--- config.mk ---
export PLATFORM = sky130hd
export DESIGN_NAME = core_top
export DESIGN_NICKNAME = d
export VERILOG_FILES = /design/src/logic/core_pkg.sv /design/src/logic/mem_if.sv /design/src/logic/core_fetch.sv /design/src/logic/core_execute.sv /design/src/logic/mem_unit.sv /design/src/logic/core_top.sv
export VERILOG_INCLUDE_DIRS = /design/src /design/src/logic
export SDC_FILE = /design/constraint.sdc
export NUM_CORES = 1
export LEC_CHECK = 0
export BUFFER_PORTS_ARGS = -buffer_cell sky130_fd_sc_hd__buf_2
export CORE_ASPECT_RATIO = 1.4
export CORE_UTILIZATION = 45
export DETAILED_ROUTE_END_ITERATION = 10
export PLACE_DENSITY = 0.7
export SYNTH_ARGS = -nofsm -noshare
export SYNTH_HDL_FRONTEND = slang
export SYNTH_SLANG_ARGS = --single-unit
--- constraint.sdc ---
create_clock -name clk -period 4.2 [get_ports clk]
set_clock_uncertainty 0.15 [all_clocks]
set_input_delay 0.21 -clock clk [delete_from_list [all_inputs] [get_ports clk]]
set_output_delay 0.21 -clock clk [all_outputs]
set_load 0.05 [all_outputs]
--- src/logic/core_defines.svh ---
`ifndef CORE_DEFINES_SVH
`define CORE_DEFINES_SVH

// Word and address widths
`define CORE_DATA_WIDTH 16

`define CORE_ADDR_WIDTH 12

`define CORE_OPCODE_WIDTH 4

// First fetch address
`define CORE_RESET_PC 0

// Sequence tag carried by each request source
`define CORE_SRC_TAG_WIDTH 2

// Memory tag is the source tag with the source bit on top
`define CORE_MEM_TAG_WIDTH (`CORE_SRC_TAG_WIDTH + 1)

`define CORE_MEM_SRC_BIT `CORE_SRC_TAG_WIDTH

`endif

--- src/logic/core_pkg.sv ---
`include "core_defines.svh"
`default_nettype none

package core_pkg;

    typedef logic [`CORE_DATA_WIDTH-1:0] word_t;

    typedef logic [`CORE_ADDR_WIDTH-1:0] addr_t;

    typedef logic [`CORE_SRC_TAG_WIDTH-1:0] src_tag_t;

    typedef logic [`CORE_MEM_TAG_WIDTH-1:0] mem_tag_t;

    // Unlisted opcodes decode as no-operation
    typedef enum logic [`CORE_OPCODE_WIDTH-1:0] {
        OP_ADDI = 4'h1,
        OP_LD   = 4'h2,
        OP_ST   = 4'h3,
        OP_HALT = 4'hf
    } opcode_t;

    typedef struct packed {
        opcode_t opcode;
        addr_t   operand;
    } instr_t;

    // Source bit of the memory tag
    localparam logic SRC_FETCH = 1'b0;
    localparam logic SRC_DATA  = 1'b1;

endpackage

`default_nettype wire

--- src/logic/mem_if.sv ---
`default_nettype none

interface mem_req_if #(
    parameter type tag_t = core_pkg::src_tag_t
);
    import core_pkg::*;

    logic  valid;
    logic  rw;
    addr_t addr;
    word_t data;
    tag_t  tag;
    logic  ready;

    modport requester (
        output valid,
        output rw,
        output addr,
        output data,
        output tag,
        input  ready
    );

    modport receiver (
        input  valid,
        input  rw,
        input  addr,
        input  data,
        input  tag,
        output ready
    );

endinterface

interface mem_rsp_if #(
    parameter type tag_t = core_pkg::src_tag_t
);
    import core_pkg::*;

    logic  valid;
    word_t data;
    tag_t  tag;
    logic  ready;

    modport responder (
        output valid,
        output data,
        output tag,
        input  ready
    );

    modport consumer (
        input  valid,
        input  data,
        input  tag,
        output ready
    );

endinterface

`default_nettype wire

--- src/logic/core_fetch.sv ---
`include "core_defines.svh"
`default_nettype none

module core_fetch (
    input  wire               clk,
    input  wire               rst_n,
    mem_req_if.requester      icache_req,
    mem_rsp_if.consumer       icache_rsp,
    output logic              instr_valid,
    output core_pkg::instr_t  instr,
    input  wire               instr_take,
    input  wire               halted
);
    import core_pkg::*;

    addr_t    pc;
    src_tag_t fetch_tag;
    logic     req_valid;
    logic     outstanding;
    logic     buf_valid;
    instr_t   buf_instr;
    logic     req_fire;
    logic     rsp_hit;
    logic     can_issue;

    assign req_fire  = req_valid && icache_req.ready;
    assign rsp_hit   = icache_rsp.valid && outstanding && (icache_rsp.tag == fetch_tag);
    // Buffer must be free, or freed by this cycle's take
    assign can_issue = !halted && !req_valid && !outstanding && (!buf_valid || instr_take);

    assign icache_req.valid = req_valid;
    assign icache_req.rw    = 1'b0;
    assign icache_req.addr  = pc;
    assign icache_req.data  = '0;
    assign icache_req.tag   = fetch_tag;
    assign icache_rsp.ready = 1'b1;

    assign instr_valid = buf_valid;
    assign instr       = buf_instr;

    always_ff @(posedge clk) begin
        if (!rst_n) begin
            pc          <= addr_t'(`CORE_RESET_PC);
            fetch_tag   <= '0;
            req_valid   <= 1'b0;
            outstanding <= 1'b0;
            buf_valid   <= 1'b0;
        end else begin
            if (can_issue) begin
                req_valid <= 1'b1;
            end
            if (req_fire) begin
                req_valid   <= 1'b0;
                outstanding <= 1'b1;
                pc          <= pc + 1'b1;
            end
            if (instr_take) begin
                buf_valid <= 1'b0;
            end
            // Late responses after halt are consumed and dropped
            if (rsp_hit) begin
                outstanding <= 1'b0;
                fetch_tag   <= fetch_tag + 1'b1;
                if (!halted) begin
                    buf_valid <= 1'b1;
                end
            end
        end
    end

    always_ff @(posedge clk) begin
        if (rsp_hit) begin
            buf_instr <= instr_t'(icache_rsp.data);
        end
    end

endmodule

`default_nettype wire

--- src/logic/core_execute.sv ---
`default_nettype none

module core_execute (
    input  wire                    clk,
    input  wire                    rst_n,
    input  wire                    instr_valid,
    input  wire core_pkg::instr_t  instr,
    output logic                   instr_take,
    mem_req_if.requester           dcache_req,
    mem_rsp_if.consumer            dcache_rsp,
    output logic                   halted
);
    import core_pkg::*;

    typedef enum logic [1:0] {
        EX_IDLE,
        EX_WAIT_LD,
        EX_WAIT_ST,
        EX_HALTED
    } ex_state_t;

    ex_state_t state;
    word_t     acc;
    src_tag_t  data_tag;
    logic      req_valid;
    logic      req_rw;
    addr_t     req_addr;
    word_t     req_data;
    logic      req_fire;
    logic      rsp_hit;

    assign instr_take = instr_valid && (state == EX_IDLE);
    assign halted     = (state == EX_HALTED);
    assign req_fire   = req_valid && dcache_req.ready;
    assign rsp_hit    = dcache_rsp.valid && (dcache_rsp.tag == data_tag);

    assign dcache_req.valid = req_valid;
    assign dcache_req.rw    = req_rw;
    assign dcache_req.addr  = req_addr;
    assign dcache_req.data  = req_data;
    assign dcache_req.tag   = data_tag;
    assign dcache_rsp.ready = 1'b1;

    always_ff @(posedge clk) begin
        if (!rst_n) begin
            state     <= EX_IDLE;
            acc       <= '0;
            data_tag  <= '0;
            req_valid <= 1'b0;
        end else begin
            case (state)
                EX_IDLE: begin
                    if (instr_valid) begin
                        case (instr.opcode)
                            OP_ADDI: acc <= acc + word_t'(instr.operand);
                            OP_LD: begin
                                req_valid <= 1'b1;
                                state     <= EX_WAIT_LD;
                            end
                            OP_ST: begin
                                req_valid <= 1'b1;
                                state     <= EX_WAIT_ST;
                            end
                            OP_HALT: state <= EX_HALTED;
                            default: ;
                        endcase
                    end
                end
                EX_WAIT_LD: begin
                    if (req_fire) begin
                        req_valid <= 1'b0;
                    end
                    // Load completes on its own response only
                    if (rsp_hit) begin
                        acc      <= dcache_rsp.data;
                        data_tag <= data_tag + 1'b1;
                        state    <= EX_IDLE;
                    end
                end
                EX_WAIT_ST: begin
                    if (req_fire) begin
                        req_valid <= 1'b0;
                        data_tag  <= data_tag + 1'b1;
                        state     <= EX_IDLE;
                    end
                end
                default: ;
            endcase
        end
    end

    // Request payload captured at take
    always_ff @(posedge clk) begin
        if (instr_take) begin
            req_rw   <= (instr.opcode == OP_ST);
            req_addr <= instr.operand;
            req_data <= acc;
        end
    end

endmodule

`default_nettype wire

--- src/logic/mem_unit.sv ---
`include "core_defines.svh"
`default_nettype none

module mem_unit (
    input  wire           clk,
    input  wire           rst_n,
    mem_req_if.receiver   icache_req,
    mem_rsp_if.responder  icache_rsp,
    mem_req_if.receiver   dcache_req,
    mem_rsp_if.responder  dcache_rsp,
    mem_req_if.requester  mem_req,
    mem_rsp_if.consumer   mem_rsp
);
    import core_pkg::*;

    logic prio_data;
    logic locked;
    logic sel_locked;
    logic sel_data;
    logic req_fire;
    logic rsp_src;

    // Grant stays put while the port is stalled
    assign sel_data = locked ? sel_locked
                             : dcache_req.valid && (!icache_req.valid || prio_data);

    assign req_fire = mem_req.valid && mem_req.ready;

    assign mem_req.valid = icache_req.valid || dcache_req.valid;
    assign mem_req.rw    = sel_data ? dcache_req.rw : icache_req.rw;
    assign mem_req.addr  = sel_data ? dcache_req.addr : icache_req.addr;
    assign mem_req.data  = sel_data ? dcache_req.data : icache_req.data;
    assign mem_req.tag   = sel_data ? {SRC_DATA, dcache_req.tag}
                                    : {SRC_FETCH, icache_req.tag};

    assign icache_req.ready = mem_req.ready && !sel_data;
    assign dcache_req.ready = mem_req.ready && sel_data;

    always_ff @(posedge clk) begin
        if (!rst_n) begin
            prio_data  <= 1'b0;
            locked     <= 1'b0;
            sel_locked <= 1'b0;
        end else begin
            locked     <= mem_req.valid && !mem_req.ready;
            sel_locked <= sel_data;
            if (req_fire) begin
                prio_data <= !prio_data;
            end
        end
    end

    // Responses steered by the source bit, which is stripped here
    assign rsp_src = mem_rsp.tag[`CORE_MEM_SRC_BIT];

    assign icache_rsp.valid = mem_rsp.valid && (rsp_src == SRC_FETCH);
    assign icache_rsp.data  = mem_rsp.data;
    assign icache_rsp.tag   = mem_rsp.tag[`CORE_MEM_SRC_BIT-1:0];

    assign dcache_rsp.valid = mem_rsp.valid && (rsp_src == SRC_DATA);
    assign dcache_rsp.data  = mem_rsp.data;
    assign dcache_rsp.tag   = mem_rsp.tag[`CORE_MEM_SRC_BIT-1:0];

    assign mem_rsp.ready = (rsp_src == SRC_DATA) ? dcache_rsp.ready : icache_rsp.ready;

endmodule

`default_nettype wire

--- src/logic/core_top.sv ---
`default_nettype none

module core_top (
    input  wire                      clk,
    input  wire                      rst_n,

    output wire                      mem_req_valid,
    output wire                      mem_req_rw,
    output wire core_pkg::addr_t     mem_req_addr,
    output wire core_pkg::word_t     mem_req_data,
    output wire core_pkg::mem_tag_t  mem_req_tag,
    input  wire                      mem_req_ready,

    input  wire                      mem_rsp_valid,
    input  wire core_pkg::word_t     mem_rsp_data,
    input  wire core_pkg::mem_tag_t  mem_rsp_tag,
    output wire                      mem_rsp_ready,

    output wire                      busy
);
    import core_pkg::*;

    logic   instr_valid;
    instr_t instr;
    logic   instr_take;
    logic   halted;

    mem_req_if #(.tag_t(src_tag_t)) icache_req ();
    mem_rsp_if #(.tag_t(src_tag_t)) icache_rsp ();
    mem_req_if #(.tag_t(src_tag_t)) dcache_req ();
    mem_rsp_if #(.tag_t(src_tag_t)) dcache_rsp ();

    // External port side
    mem_req_if #(.tag_t(mem_tag_t)) mem_req ();
    mem_rsp_if #(.tag_t(mem_tag_t)) mem_rsp ();

    assign mem_req_valid = mem_req.valid;
    assign mem_req_rw    = mem_req.rw;
    assign mem_req_addr  = mem_req.addr;
    assign mem_req_data  = mem_req.data;
    assign mem_req_tag   = mem_req.tag;
    assign mem_req.ready = mem_req_ready;

    assign mem_rsp.valid = mem_rsp_valid;
    assign mem_rsp.data  = mem_rsp_data;
    assign mem_rsp.tag   = mem_rsp_tag;
    assign mem_rsp_ready = mem_rsp.ready;

    assign busy = !halted;

    core_fetch u_fetch (
        .clk         (clk),
        .rst_n       (rst_n),
        .icache_req  (icache_req),
        .icache_rsp  (icache_rsp),
        .instr_valid (instr_valid),
        .instr       (instr),
        .instr_take  (instr_take),
        .halted      (halted)
    );

    core_execute u_execute (
        .clk         (clk),
        .rst_n       (rst_n),
        .instr_valid (instr_valid),
        .instr       (instr),
        .instr_take  (instr_take),
        .dcache_req  (dcache_req),
        .dcache_rsp  (dcache_rsp),
        .halted      (halted)
    );

    mem_unit u_mem_unit (
        .clk         (clk),
        .rst_n       (rst_n),
        .icache_req  (icache_req),
        .icache_rsp  (icache_rsp),
        .dcache_req  (dcache_req),
        .dcache_rsp  (dcache_rsp),
        .mem_req     (mem_req),
        .mem_rsp     (mem_rsp)
    );

endmodule

`default_nettype wire

# ---- Word-level counts from Yosys, hierarchy flattened
# Cells that the tools add are included.
dict set report classes {
  muxes 24
  eq_ne 16
  n_mul 0
  bitwise 2
  n_shift 0
  reduce_logical 39
  div_mod_pow 0
  addsub 4
  order_cmp 0
}
# operator count
set op_table {}
lappend op_table {{$mux W16} 4}
lappend op_table {{$pmux W16 S2} 1}
lappend op_table {{$add A16 B12 Y16} 1}
lappend op_table {{$logic_and A1 B1 Y1} 16}
lappend op_table {{$add A12 B1 Y12 const B} 1}
lappend op_table {{$mux W12} 1}
lappend op_table {{$pmux W2 S3} 2}
lappend op_table {{$mux W2} 5}
lappend op_table {{$eq A4 B2 Y1 const B} 2}
lappend op_table {{$mux W1} 8}
lappend op_table {{$reduce_and A4 Y1} 2}
lappend op_table {{$reduce_or A2 Y1} 4}
lappend op_table {{$logic_not A1 Y1} 7}
lappend op_table {{$ne A2 B1 Y1 const B} 3}
lappend op_table {{$ne A2 B2 Y1 const B} 3}
lappend op_table {{$reduce_bool A2 Y1} 3}
lappend op_table {{$reduce_and A5 Y1} 1}
lappend op_table {{$add A2 B1 Y2 const B} 2}
lappend op_table {{$eq A2 B2 Y1} 2}
lappend op_table {{$eq A2 B2 Y1 const B} 2}
lappend op_table {{$eq A4 B1 Y1 const B} 1}
lappend op_table {{$eq A4 B4 Y1 const B} 1}
lappend op_table {{$ne A4 B4 Y1 const B} 1}
lappend op_table {{$pmux W2 S2} 1}
lappend op_table {{other kinds (8)} 11}
dict set report word_totals {
  out_inout_bits 35
  ff_bits 86
  romBits 0
  latchBits 0
  wordCells 102
  ram_bits 0
  input_bits 23
  memories 0
}

# ---- Logic depth before layout (Yosys ltp)
# Gate-level depths: netlist of run 1.
dict set report logic_depth {
  word_depth 8
  depth_mapped 9
  mapped_depth_nobuf 8
}

# ---- Hierarchy
# A second synthesis of run 1 with hierarchy kept.
dict set report hier_totals {
  cells_unflattened 459
  area_unflattened_um2 4978.5
}
# mod area_each_um2 seq_area_each_um2 cells_per_inst n_inst
set modules_own_cells {}
lappend modules_own_cells {core_execute 2655.0 1291.2 244 1}
lappend modules_own_cells {core_fetch 1400.1 820.8 124 1}
lappend modules_own_cells {mem_unit 919.6 60.1 90 1}
lappend modules_own_cells {core_top 3.8 0.0 1 1}

# ---- Worst setup path after synthesis of run 1
# Ideal clock, no wire load.
dict set report synth_path {
  path_type {register to register}
  start {reg u_fetch.fetch_tag[1], in the netlist u_fetch.icache_req.tag[1]}
  end {reg u_fetch.buf_instr, in the netlist u_fetch.instr[0] (enable)}
  n_path_buf 0
  required_ns 3.613
  t_arrival_ns 2.280
  path_stages_with_launch 3
  setup_ns 0.437
  synth_period_minus_slack_ns 2.867
  slack_ns 1.333
  path_cell_list {dfxtp_1 xor2_1 nor4_1}
}
dict set report synth_via {
  elab_chain_len 2
}
# item line
set synth_lines {}
lappend synth_lines {{from (decl)} core_fetch.sv:17} ;# src_tag_t fetch_tag;
lappend synth_lines {{from (signal assigned)} core_fetch.sv:63} ;# fetch_tag <= fetch_tag + 1'b1;
lappend synth_lines {{$eq A2 B2 Y1} core_fetch.sv:27} ;# assign rsp_hit = icache_rsp.valid && outstanding && (icache_rsp.tag == fetch_tag);
lappend synth_lines {{$logic_and A1 B1 Y1} core_fetch.sv:27}
lappend synth_lines {{via u_fetch.rsp_hit} core_fetch.sv:23} ;# logic rsp_hit;
lappend synth_lines {{to (signal assigned)} core_fetch.sv:73} ;# buf_instr <= instr_t'(icache_rsp.data);
lappend synth_lines {{to (decl)} core_fetch.sv:21} ;# instr_t buf_instr;
# The timed path passes the listed nets, and every way through them passes these cells.
# A chain may end at the register's enable or synchronous reset.

# ---- Worst setup path in the final report of run 1
dict set report layout_path {
  start {reg u_execute.state[1]}
  end {reg u_execute.acc[14]}
}
dict set report layout_via {
  elab_chain_len 3
  elab_cells_between_ends 8
  classes_between {eq/ne: 4; mux: 1; reduce/logical: 3}
}
# item line
set layout_lines {}
lappend layout_lines {{from (decl)} core_execute.sv:22} ;# ex_state_t state;
lappend layout_lines {{from (signal assigned)} core_execute.sv:46} ;# state <= EX_IDLE;
lappend layout_lines {{from (signal assigned)} core_execute.sv:58} ;# state <= EX_WAIT_LD;
lappend layout_lines {{from (signal assigned)} core_execute.sv:62} ;# state <= EX_WAIT_ST;
lappend layout_lines {{$eq A2 B1 Y1 or $logic_not A2 Y1 (tied branches)} core_execute.sv:51} ;# case (state)
lappend layout_lines {{$ne A2 B1 Y1 (no source line) (tied with other cells)} --}
lappend layout_lines {{$reduce_and A4 Y1 (no source line)} --}
lappend layout_lines {{to (signal assigned)} core_execute.sv:55} ;# OP_ADDI: acc <= acc + word_t'(instr.operand);
lappend layout_lines {{to (signal assigned)} core_execute.sv:75} ;# acc <= dcache_rsp.data;
lappend layout_lines {{to (decl)} core_execute.sv:23} ;# word_t acc;
# Several ways; a longest one is shown, not always the timed one.

==> key figures, run 1 <==
Synthesis
  – XOR/XNOR Fraction of Synth Area: 5.58%
  – Post-Synth Simple-Gate Area: ~16%
  – Ys async rst share: 0%
  – Mean post-synth cell area: 10.9 um^2
  – Number of distinct library cells after synthesis: 56
  – Largest family of logic cells by synthesized area: simple AND/OR/NAND/NOR gates
  – Synth warn: 0
  – Post-synthesis mux area share: 5.40%
  – Synth Area in Compound Gates: a little over an eighth
  – Cells after synthesis: 390
  – Seq/Total Area, Yosys: 51.2%
  – Number of synthesized flops with an enable pin: 45
  – Net Count, Synth: 431
  – Seq cells post-synth: 86
  – Netlist Area Pre-Place: 0.00424 mm^2
  – Adder-cell area share of the yosys netlist: 5.49%
  – Most used DFF post-synth: edfxtp_1

Detailed routing
  – Wirelength per Cell: roughly 16 um
  – Drt total wl: 9.10 mm
  – Via Count: 3,193
  – Initial DRC count: 179
  – Post-DRT Antenna Nets: 0
  – Vias per inst: 5.56
  – Post-route DRC: 4
  – Initial DRT Pass Iterations: 7

Min path
  – Hold path cells: 3
  – Min-delay src: mem_rsp_tag[0]
  – Min-Delay Endpoint: u_fetch.icache_req.tag[0]$_SDFFE_PN0P_
  – HP Class: in2reg

Worst setup path
  – RR Startpoint: u_execute.state[1]$_SDFFE_PN0P_
  – Setup slack, reg-to-reg: 1630 ps
  – Worst Path Buf+Inv: 3
  – RR Endpoint: u_execute.acc[14]$_SDFFE_PN0P_
  – Worst Setup End Kind: flip-flop
  – Crit path DAT: between 2000 and 3000 ps
  – Critical Path Fanout Max: 33
  – CP Data Required Time: 4280 ps
  – CP top delay family: compound AO/OA/AOI/OAI gates
  – Worst path max stage delay: approximately 350 ps
  – Startpoint types: flip-flop
  – Slowest-stage cell, CP: buf_4
  – Critical path class: reg2reg
  – CP Cell Sequence: inv_1, ha_1, buf_4, inv_1, a2bb2oi_1, a21o_2, a31oi_1, a21oi_1, a31o_2
  – Worst path most repeated cell: inv_1
  – R2R cell count: 9

Place
  – GP Congestion: roughly 0.84
  – Port-buffer cells: 56
  – Placed cell count: 542
  – Hpwl dp: 6.35 mm

STA
  – Slew @ Worst Pin: 589 ps
  – Total negative slack: 0 ps
  – RSZ-0062 raised after global routing: no
  – Period utilization: between 60% and 70%
  – Max Freq: 390 MHz
  – Fin crit period: 2570 ps
  – Final setup fails: 0
  – Final hold vios: 0
  – Final Slew Violations: 0
  – Slew Limit Headroom: 60.2%

Floorplanning
  – Die Wd: 84.0 um
  – Die Y: 117 um
  – # rows: 41
  – Starting Density: 46.7%
  – Core area: 0.00908 mm^2
  – I/O pins: 58
  – Die Footprint: 0.00982 mm^2

GRT
  – Remaining Overflow, GRT: 0
  – Largest net degree at the start of global routing: 36
  – Gr usage total: 19.1%
  – Vias in the first global route: 3,004
  – Initial antenna violation count: 0
  – Global-route wire length before repair: 14.5 mm

Final layout
  – Filler cells: 778
  – Most frequent cells in the layout: 56 x buf_2, 45 x edfxtp_1, 41 x dfxtp_1
  – Fraction of layout cells with a size suffix above 1: 21.6%
  – Area of the multi-input gates: 0.00197 mm^2
  – Most common cell after layout, fill and taps aside: buf_2
  – Final Non-Filler Cells: 574
  – Area grow syn2layout: 20.0%
  – Storage element area: approximately 0.0022 mm^2
  – Final Net Count: slightly above 500
  – Number of diodes: 0

Clock tree
  – CTS sink cnt: 86
  – Clock Latency Late Sink: between 300 and 400 ps
  – Htree depth: 3
  – CTS resizes: 0
  – Max Buffers Root-to-Sink: 2
  – CTS clk-pin slew, worst paths: 60 ps
  – CTS tree: done
  – Hold Buf Count CTS: 16
  – CTS Root Cell: clkbuf_16
  – TritonCTS buffer count: 9
  – # Post-CTS Setup Buffers: 0

Power and ir drop
  – Peak VDD IR: 0.242 mV
  – Leakage: approximately 0.0021 uW
  – Power density over cell area: about 410 mW/mm^2

Run status
  – Failing checks: DRC
  – Status: finished with violations

Run
  – Max cap viols: 0
[kinds of logic after synthesis]
kind of cell    count (synthesis)
simple gates                  129
flops                          86
compound gates                 82
xor+xnor                       27
buf+inv                        26
mux                            21
fa+ha+maj                      18
other cells                     1
[worst max path at each step]
stage	startpoint	endpoint	slack, ps	cells past startpoint
2_1_floorplan	u_fetch.icache_req.tag[1]$_SDFFE_PN0P_	u_fetch.instr[0]$_DFFE_PP_	1330	2
3_3_place_gp	u_fetch.instr[6]$_DFFE_PP_	u_execute.acc[13]$_SDFFE_PN0P_	1720	7
3_5_place_dp	u_fetch.instr[6]$_DFFE_PP_	u_execute.acc[13]$_SDFFE_PN0P_	1660	7
4_1_cts	u_fetch.instr[6]$_DFFE_PP_	u_execute.acc[13]$_SDFFE_PN0P_	1640	7
5_1_grt	u_fetch.instr[6]$_DFFE_PP_	u_execute.acc[13]$_SDFFE_PN0P_	1450	7
6_report	u_execute.state[1]$_SDFFE_PN0P_	u_execute.acc[14]$_SDFFE_PN0P_	1630	9
[report_power, final]
group          switching, uW  internal (uW)
sequential              18.6            899
clock                    314            474
combinational            257            127
total                    590           1500
[routing by layer]
layer	global-route usage, %	wire, um
met1	23.1	3810
met2	34.3	4780
met4	7.70	134
met5	0	0
met3	3.16	378
[registers in the layout (all words and copies together) (netlist names)]
signal / cells
u_execute.acc: 16
u_execute.dcache_req.addr: 12
u_execute.dcache_req.data: 16
u_execute.dcache_req.rw: 1
u_execute.dcache_req.tag: 2
u_execute.dcache_req.valid: 1
u_execute.state: 2
u_fetch.icache_req.addr: 12
u_fetch.icache_req.tag: 2
u_fetch.icache_req.valid: 1
u_fetch.instr: 16
u_fetch.instr_valid: 1
u_fetch.outstanding: 1
u_mem_unit.locked: 1
u_mem_unit.prio_data: 1
u_mem_unit.sel_locked: 1
[cell usage after synthesis, types with 2 or more instances]
library cell,n,area share [%]
nor4_1,2,0.30
nor3_1,5,0.59
xnor2_1,16,3.3
mux2_2,15,4.0
clkbuf_1,11,0.97
and3b_1,2,0.41
a21oi_1,22,2.6
o31ai_1,3,0.53
mux2i_1,6,1.4
and2_1,31,4.6
o41ai_1,2,0.41
nand3_1,11,1.3
ha_1,17,5.0
o211ai_1,5,0.89
and4_1,2,0.41
and3_1,8,1.2
o211a_1,5,1.2
nor3b_1,2,0.35
nor2b_1,5,0.74
nand4_1,4,0.59
o21a_1,4,0.71
inv_1,10,0.89
buf_2,3,0.35
o2111a_1,2,0.53
a211oi_1,2,0.35
a31oi_1,2,0.30
edfxtp_1,45,32
xor2_1,11,2.3
buf_4,2,0.35
nor4b_1,2,0.41
o21ai_0,14,1.7
nand2_1,31,2.7
a22o_2,3,0.71
dfxtp_1,41,19
nor2_1,16,1.4
a22oi_1,4,0.71
nand2b_1,3,0.44
o22ai_1,3,0.44
[per-stage QoR]
stage / setup slack (ps) / hold WS, ps / utilization [%] / cell area (um^2) / total power (uW)
2_1_floorplan: 1330 / 159 / - / 4240 / 1220
3_3_place_gp: 1720 / 255 / 51.0 / 4630 / 1300
3_5_place_dp: 1660 / 257 / 51.0 / 4630 / 1310
4_1_cts: 1640 / 56.3 / 56.0 / 5090 / 2110
5_1_grt: 1450 / 85.5 / 56.0 / 5090 / 2170
6_report: 1630 / 72.4 / 56.0 / 5090 / 2090
[area by class of cell]
type	instances	share of cell area [%]
timing repair buffer	77	9.39
sequential	86	42.7
clock inverter	6	1.16
multi-input combinational	278	38.7
inverter	10	0.738
clock buffer	10	4.70
tap	107	2.63
[worst min-delay path, delay by kind of cell]
kind	cells	cell delay (ps)
AO/OA/AOI/OAI	1	110
AND/OR/NAND/NOR	1	60
buffers and inverters	1	130
(Power assumes the default switching activity.)
==> run 2, diff against run 1 <==
- PLACE_DENSITY: 0.7 -> 0.72
- clock period: 4.2 -> 2.3 ns (I/O delays scaled with it)
==> run 2 against run 1 <==
Net effect: the run still ends with DRC left; critical path depth down 3; sequential share of layout area down 2.7 points; core utilization up 3.7 points; wire length up 5.5%; largest power group unchanged; highest routed layer unchanged.
==> key figures, run 2 (same netlist as run 1, synthesis figures left out) <==
Worst setup path
  – Startpoint types: flip-flop (unchanged)
  – Worst path max stage delay: 430 ps (was 350 ps)
  – Critical Path Source: u_fetch.instr[4]$_DFFE_PP_ (was u_execute.state[1]$_SDFFE_PN0P_)
  – CP Cell Sequence: ha_1, nand2_1, o21a_2, o211ai_1, mux2_2, a22o_1 (was inv_1, ha_1, buf_4, inv_1, a2bb2oi_1, a21o_2, a31oi_1, a21oi_1, a31o_2)
  – Path length in cells of the critical path: 6 (was 9)
  – Worst Setup End Kind: flip-flop (unchanged)
  – Crit path DAT: 2350 ps (was 2650 ps)
  – Slowest-stage cell, CP: edfxtp_1 (was buf_4)
  – RR Endpoint: u_execute.acc[13]$_SDFFE_PN0P_ (was u_execute.acc[14]$_SDFFE_PN0P_)
  – R2R cell count: 6 (was 9)
  – CP Data Required Time: 2380 ps (was 4280 ps)
  – Critical path class: reg2reg (unchanged)
  – CP Capture Point: u_execute.acc[13]$_SDFFE_PN0P_ (was u_execute.acc[14]$_SDFFE_PN0P_)
  – Setup slack, reg-to-reg: 30 ps (was 1630 ps)
  – Worst Path Buf+Inv: 0 (was 3)
  – CP top delay family: compound AO/OA/AOI/OAI gates (unchanged)
  – RR Startpoint: u_fetch.instr[4]$_DFFE_PP_ (was u_execute.state[1]$_SDFFE_PN0P_)
  – Critical Path Fanout Max: 6 (was 33)

Clock tree
  – Htree depth: 3 (unchanged)
  – CTS clk-pin slew, worst paths: 60 ps (about the same)
  – CTS sink cnt: 86 (unchanged)
  – Max Buffers Root-to-Sink: 2 (unchanged)
  – TritonCTS buffer count: 9 (unchanged)
  – CTS tree: done (unchanged)
  – Clock Latency Late Sink: 340 ps (about the same)
  – CTS Root Cell: clkbuf_16 (unchanged)

GRT
  – Global-route wire length before repair: 15.4 mm (was 14.5 mm)
  – Vias in the first global route: 3,181 (was 3,004)
  – Largest net degree at the start of global routing: 35 (was 36)
  – Gr usage total: 20.4% (was 19.1%)
  – Remaining Overflow, GRT: 0 (unchanged)
  – Initial antenna violation count: 0 (unchanged)

Final layout
  – Most common cell after layout, fill and taps aside: buf_2 (unchanged)
  – Most frequent cells in the layout: 56 x buf_2, 45 x edfxtp_1, 41 x dfxtp_1 (unchanged)
  – Area grow syn2layout: 28.0% (was 20.0%)
  – Fraction of layout cells with a size suffix above 1: 28.0% (was 21.6%)
  – Final core occ: 59.8% (was 56.0%)
  – Post-route cell area: 0.00543 mm^2 (was 0.00509 mm^2)
  – Final Net Count: 529 (was 503)
  – Final Non-Filler Cells: 600 (was 574)
  – Filler cells: 705 (was 778)
  – Number of diodes: 0 (unchanged)

STA
  – RSZ-0062 raised after global routing: yes (was no)
  – Final hold vios: 0 (unchanged)
  – Max Freq: 441 MHz (was 390 MHz)
  – Final Slew Violations: 0 (unchanged)
  – Worst hold slack: 106 ps (was 72.4 ps)
  – Period utilization: 98.6% (was 61.1%)
  – Final setup fails: 0 (unchanged)
  – Fin crit period: 2270 ps (was 2570 ps)

Floorplanning
  – I/O pins: 58 (unchanged)
  – Die Y: 117 um (unchanged)
  – Starting Density: 46.7% (unchanged)
  – Die Footprint: 0.00982 mm^2 (unchanged)
  – # rows: 41 (unchanged)
  – Die Wd: 84.0 um (unchanged)
  – Core area: 0.00908 mm^2 (unchanged)

Detailed routing
  – Wirelength per Cell: 16.0 um (was 15.9 um)
  – Drt total wl: 9.61 mm (was 9.10 mm)
  – Post-DRT Antenna Nets: 0 (unchanged)
  – Vias per inst: 5.49 (was 5.56)
  – DR top layer: met4 (unchanged)
  – DR WL met2: 4.85 mm (was 4.78 mm)
  – Via Count: 3,293 (was 3,193)
  – Post-route DRC: 9 (was 4)
  – Metal-1 WL: 4.06 mm (was 3.81 mm)
  – WL met3: 358 um (was 378 um)
  – Initial DRC count: 207 (was 179)
  – Initial DRT Pass Iterations: 8 (was 7)

Place
  – DP Area: 0.00480 mm^2 (was 0.00463 mm^2)
  – Port-buffer cells: 56 (unchanged)
  – Placed cell count: 563 (was 542)
  – GP Congestion: 0.864 (was 0.838)
  – Hpwl dp: 6.58 mm (was 6.35 mm)

Run
  – Max cap viols: 0 (unchanged)

Power and ir drop
  – Peak VDD IR: 0.368 mV (was 0.242 mV)
  – Power density over cell area: 714 mW/mm^2 (was 411 mW/mm^2)
  – Leakage: 0.00225 uW (was 0.00211 uW)

Min path
  – HP Class: in2reg (unchanged)

Run status
  – Status: finished with violations (unchanged)
  – Failing checks: DRC (unchanged)
[run 2: metal layers]
layer  global-route usage, %  vias up
met5                       0        -
met4                    11.1        0
met3                    4.14       28
met2                    35.0       79
met1                    24.4     1563
li1                        -     1623
[run 2: area by class of cell]
cell class                      count  area [um^2]  share of cell area (%)
Sequential cell                    86         2170                    40.0
Inverter                           10         37.5                   0.692
Multi-Input combinational cell    278         2100                    38.7
Tap cell                          107          134                    2.47
Clock inverter                      3         43.8                   0.807
Timing Repair Buffer              103          682                    12.6
Clock buffer                       13          260                    4.79
[run 2: worst min-delay path, delay by kind of cell]
family	cells	cell delay, ps
buffers and inverters	1	130
AOI/OAI and AO/OA	1	140
and+or+nand+nor	2	170
[run 2: report_power, final]
part / leakage, uW / switching (uW) / internal, uW
Clock: 0.000150 / 562 / 901
Sequential: 0.000741 / 36.3 / 1640
Combinational: 0.00136 / 479 / 256
[run 2: metrics by stage]
stage | total power (uW) | setup slack [ps] | TNS [ps]
floorplan | 2240 | 13.8 | 0
global placement | 2390 | -44.9 | -44.9
detailed placement | 2400 | -90.6 | -229
CTS | 3890 | 11.7 | 0
global route | 4020 | -26.8 | -27.7
finish | 3880 | 32.2 | 0
[run 2: repair_timing]
action | 4_1_cts | 5_1_grt
setup endpoints to repair | 6 | 21
hold endpoints to repair | 23 | 0
resized for setup | 5 | 13
setup buffers | 0 | 3
hold buffers | 18 | 0
pin swaps | 1 | 7
[run 2: worst min path at each step]
stage                         start                                      to  slack, ps  depth (start not counted)
finish               mem_rsp_tag[2]  u_fetch.icache_req.tag[0]$_SDFFE_PN0P_        110                          4
global route         mem_rsp_tag[2]  u_fetch.icache_req.tag[0]$_SDFFE_PN0P_        120                          3
CTS                  mem_rsp_tag[2]  u_fetch.icache_req.tag[0]$_SDFFE_PN0P_         90                          4
detailed placement  mem_rsp_data[2]              u_fetch.instr[2]$_DFFE_PP_        170                          1
global placement    mem_rsp_data[5]              u_fetch.instr[5]$_DFFE_PP_        160                          1
floorplan           mem_rsp_data[0]              u_fetch.instr[0]$_DFFE_PP_         60                          0
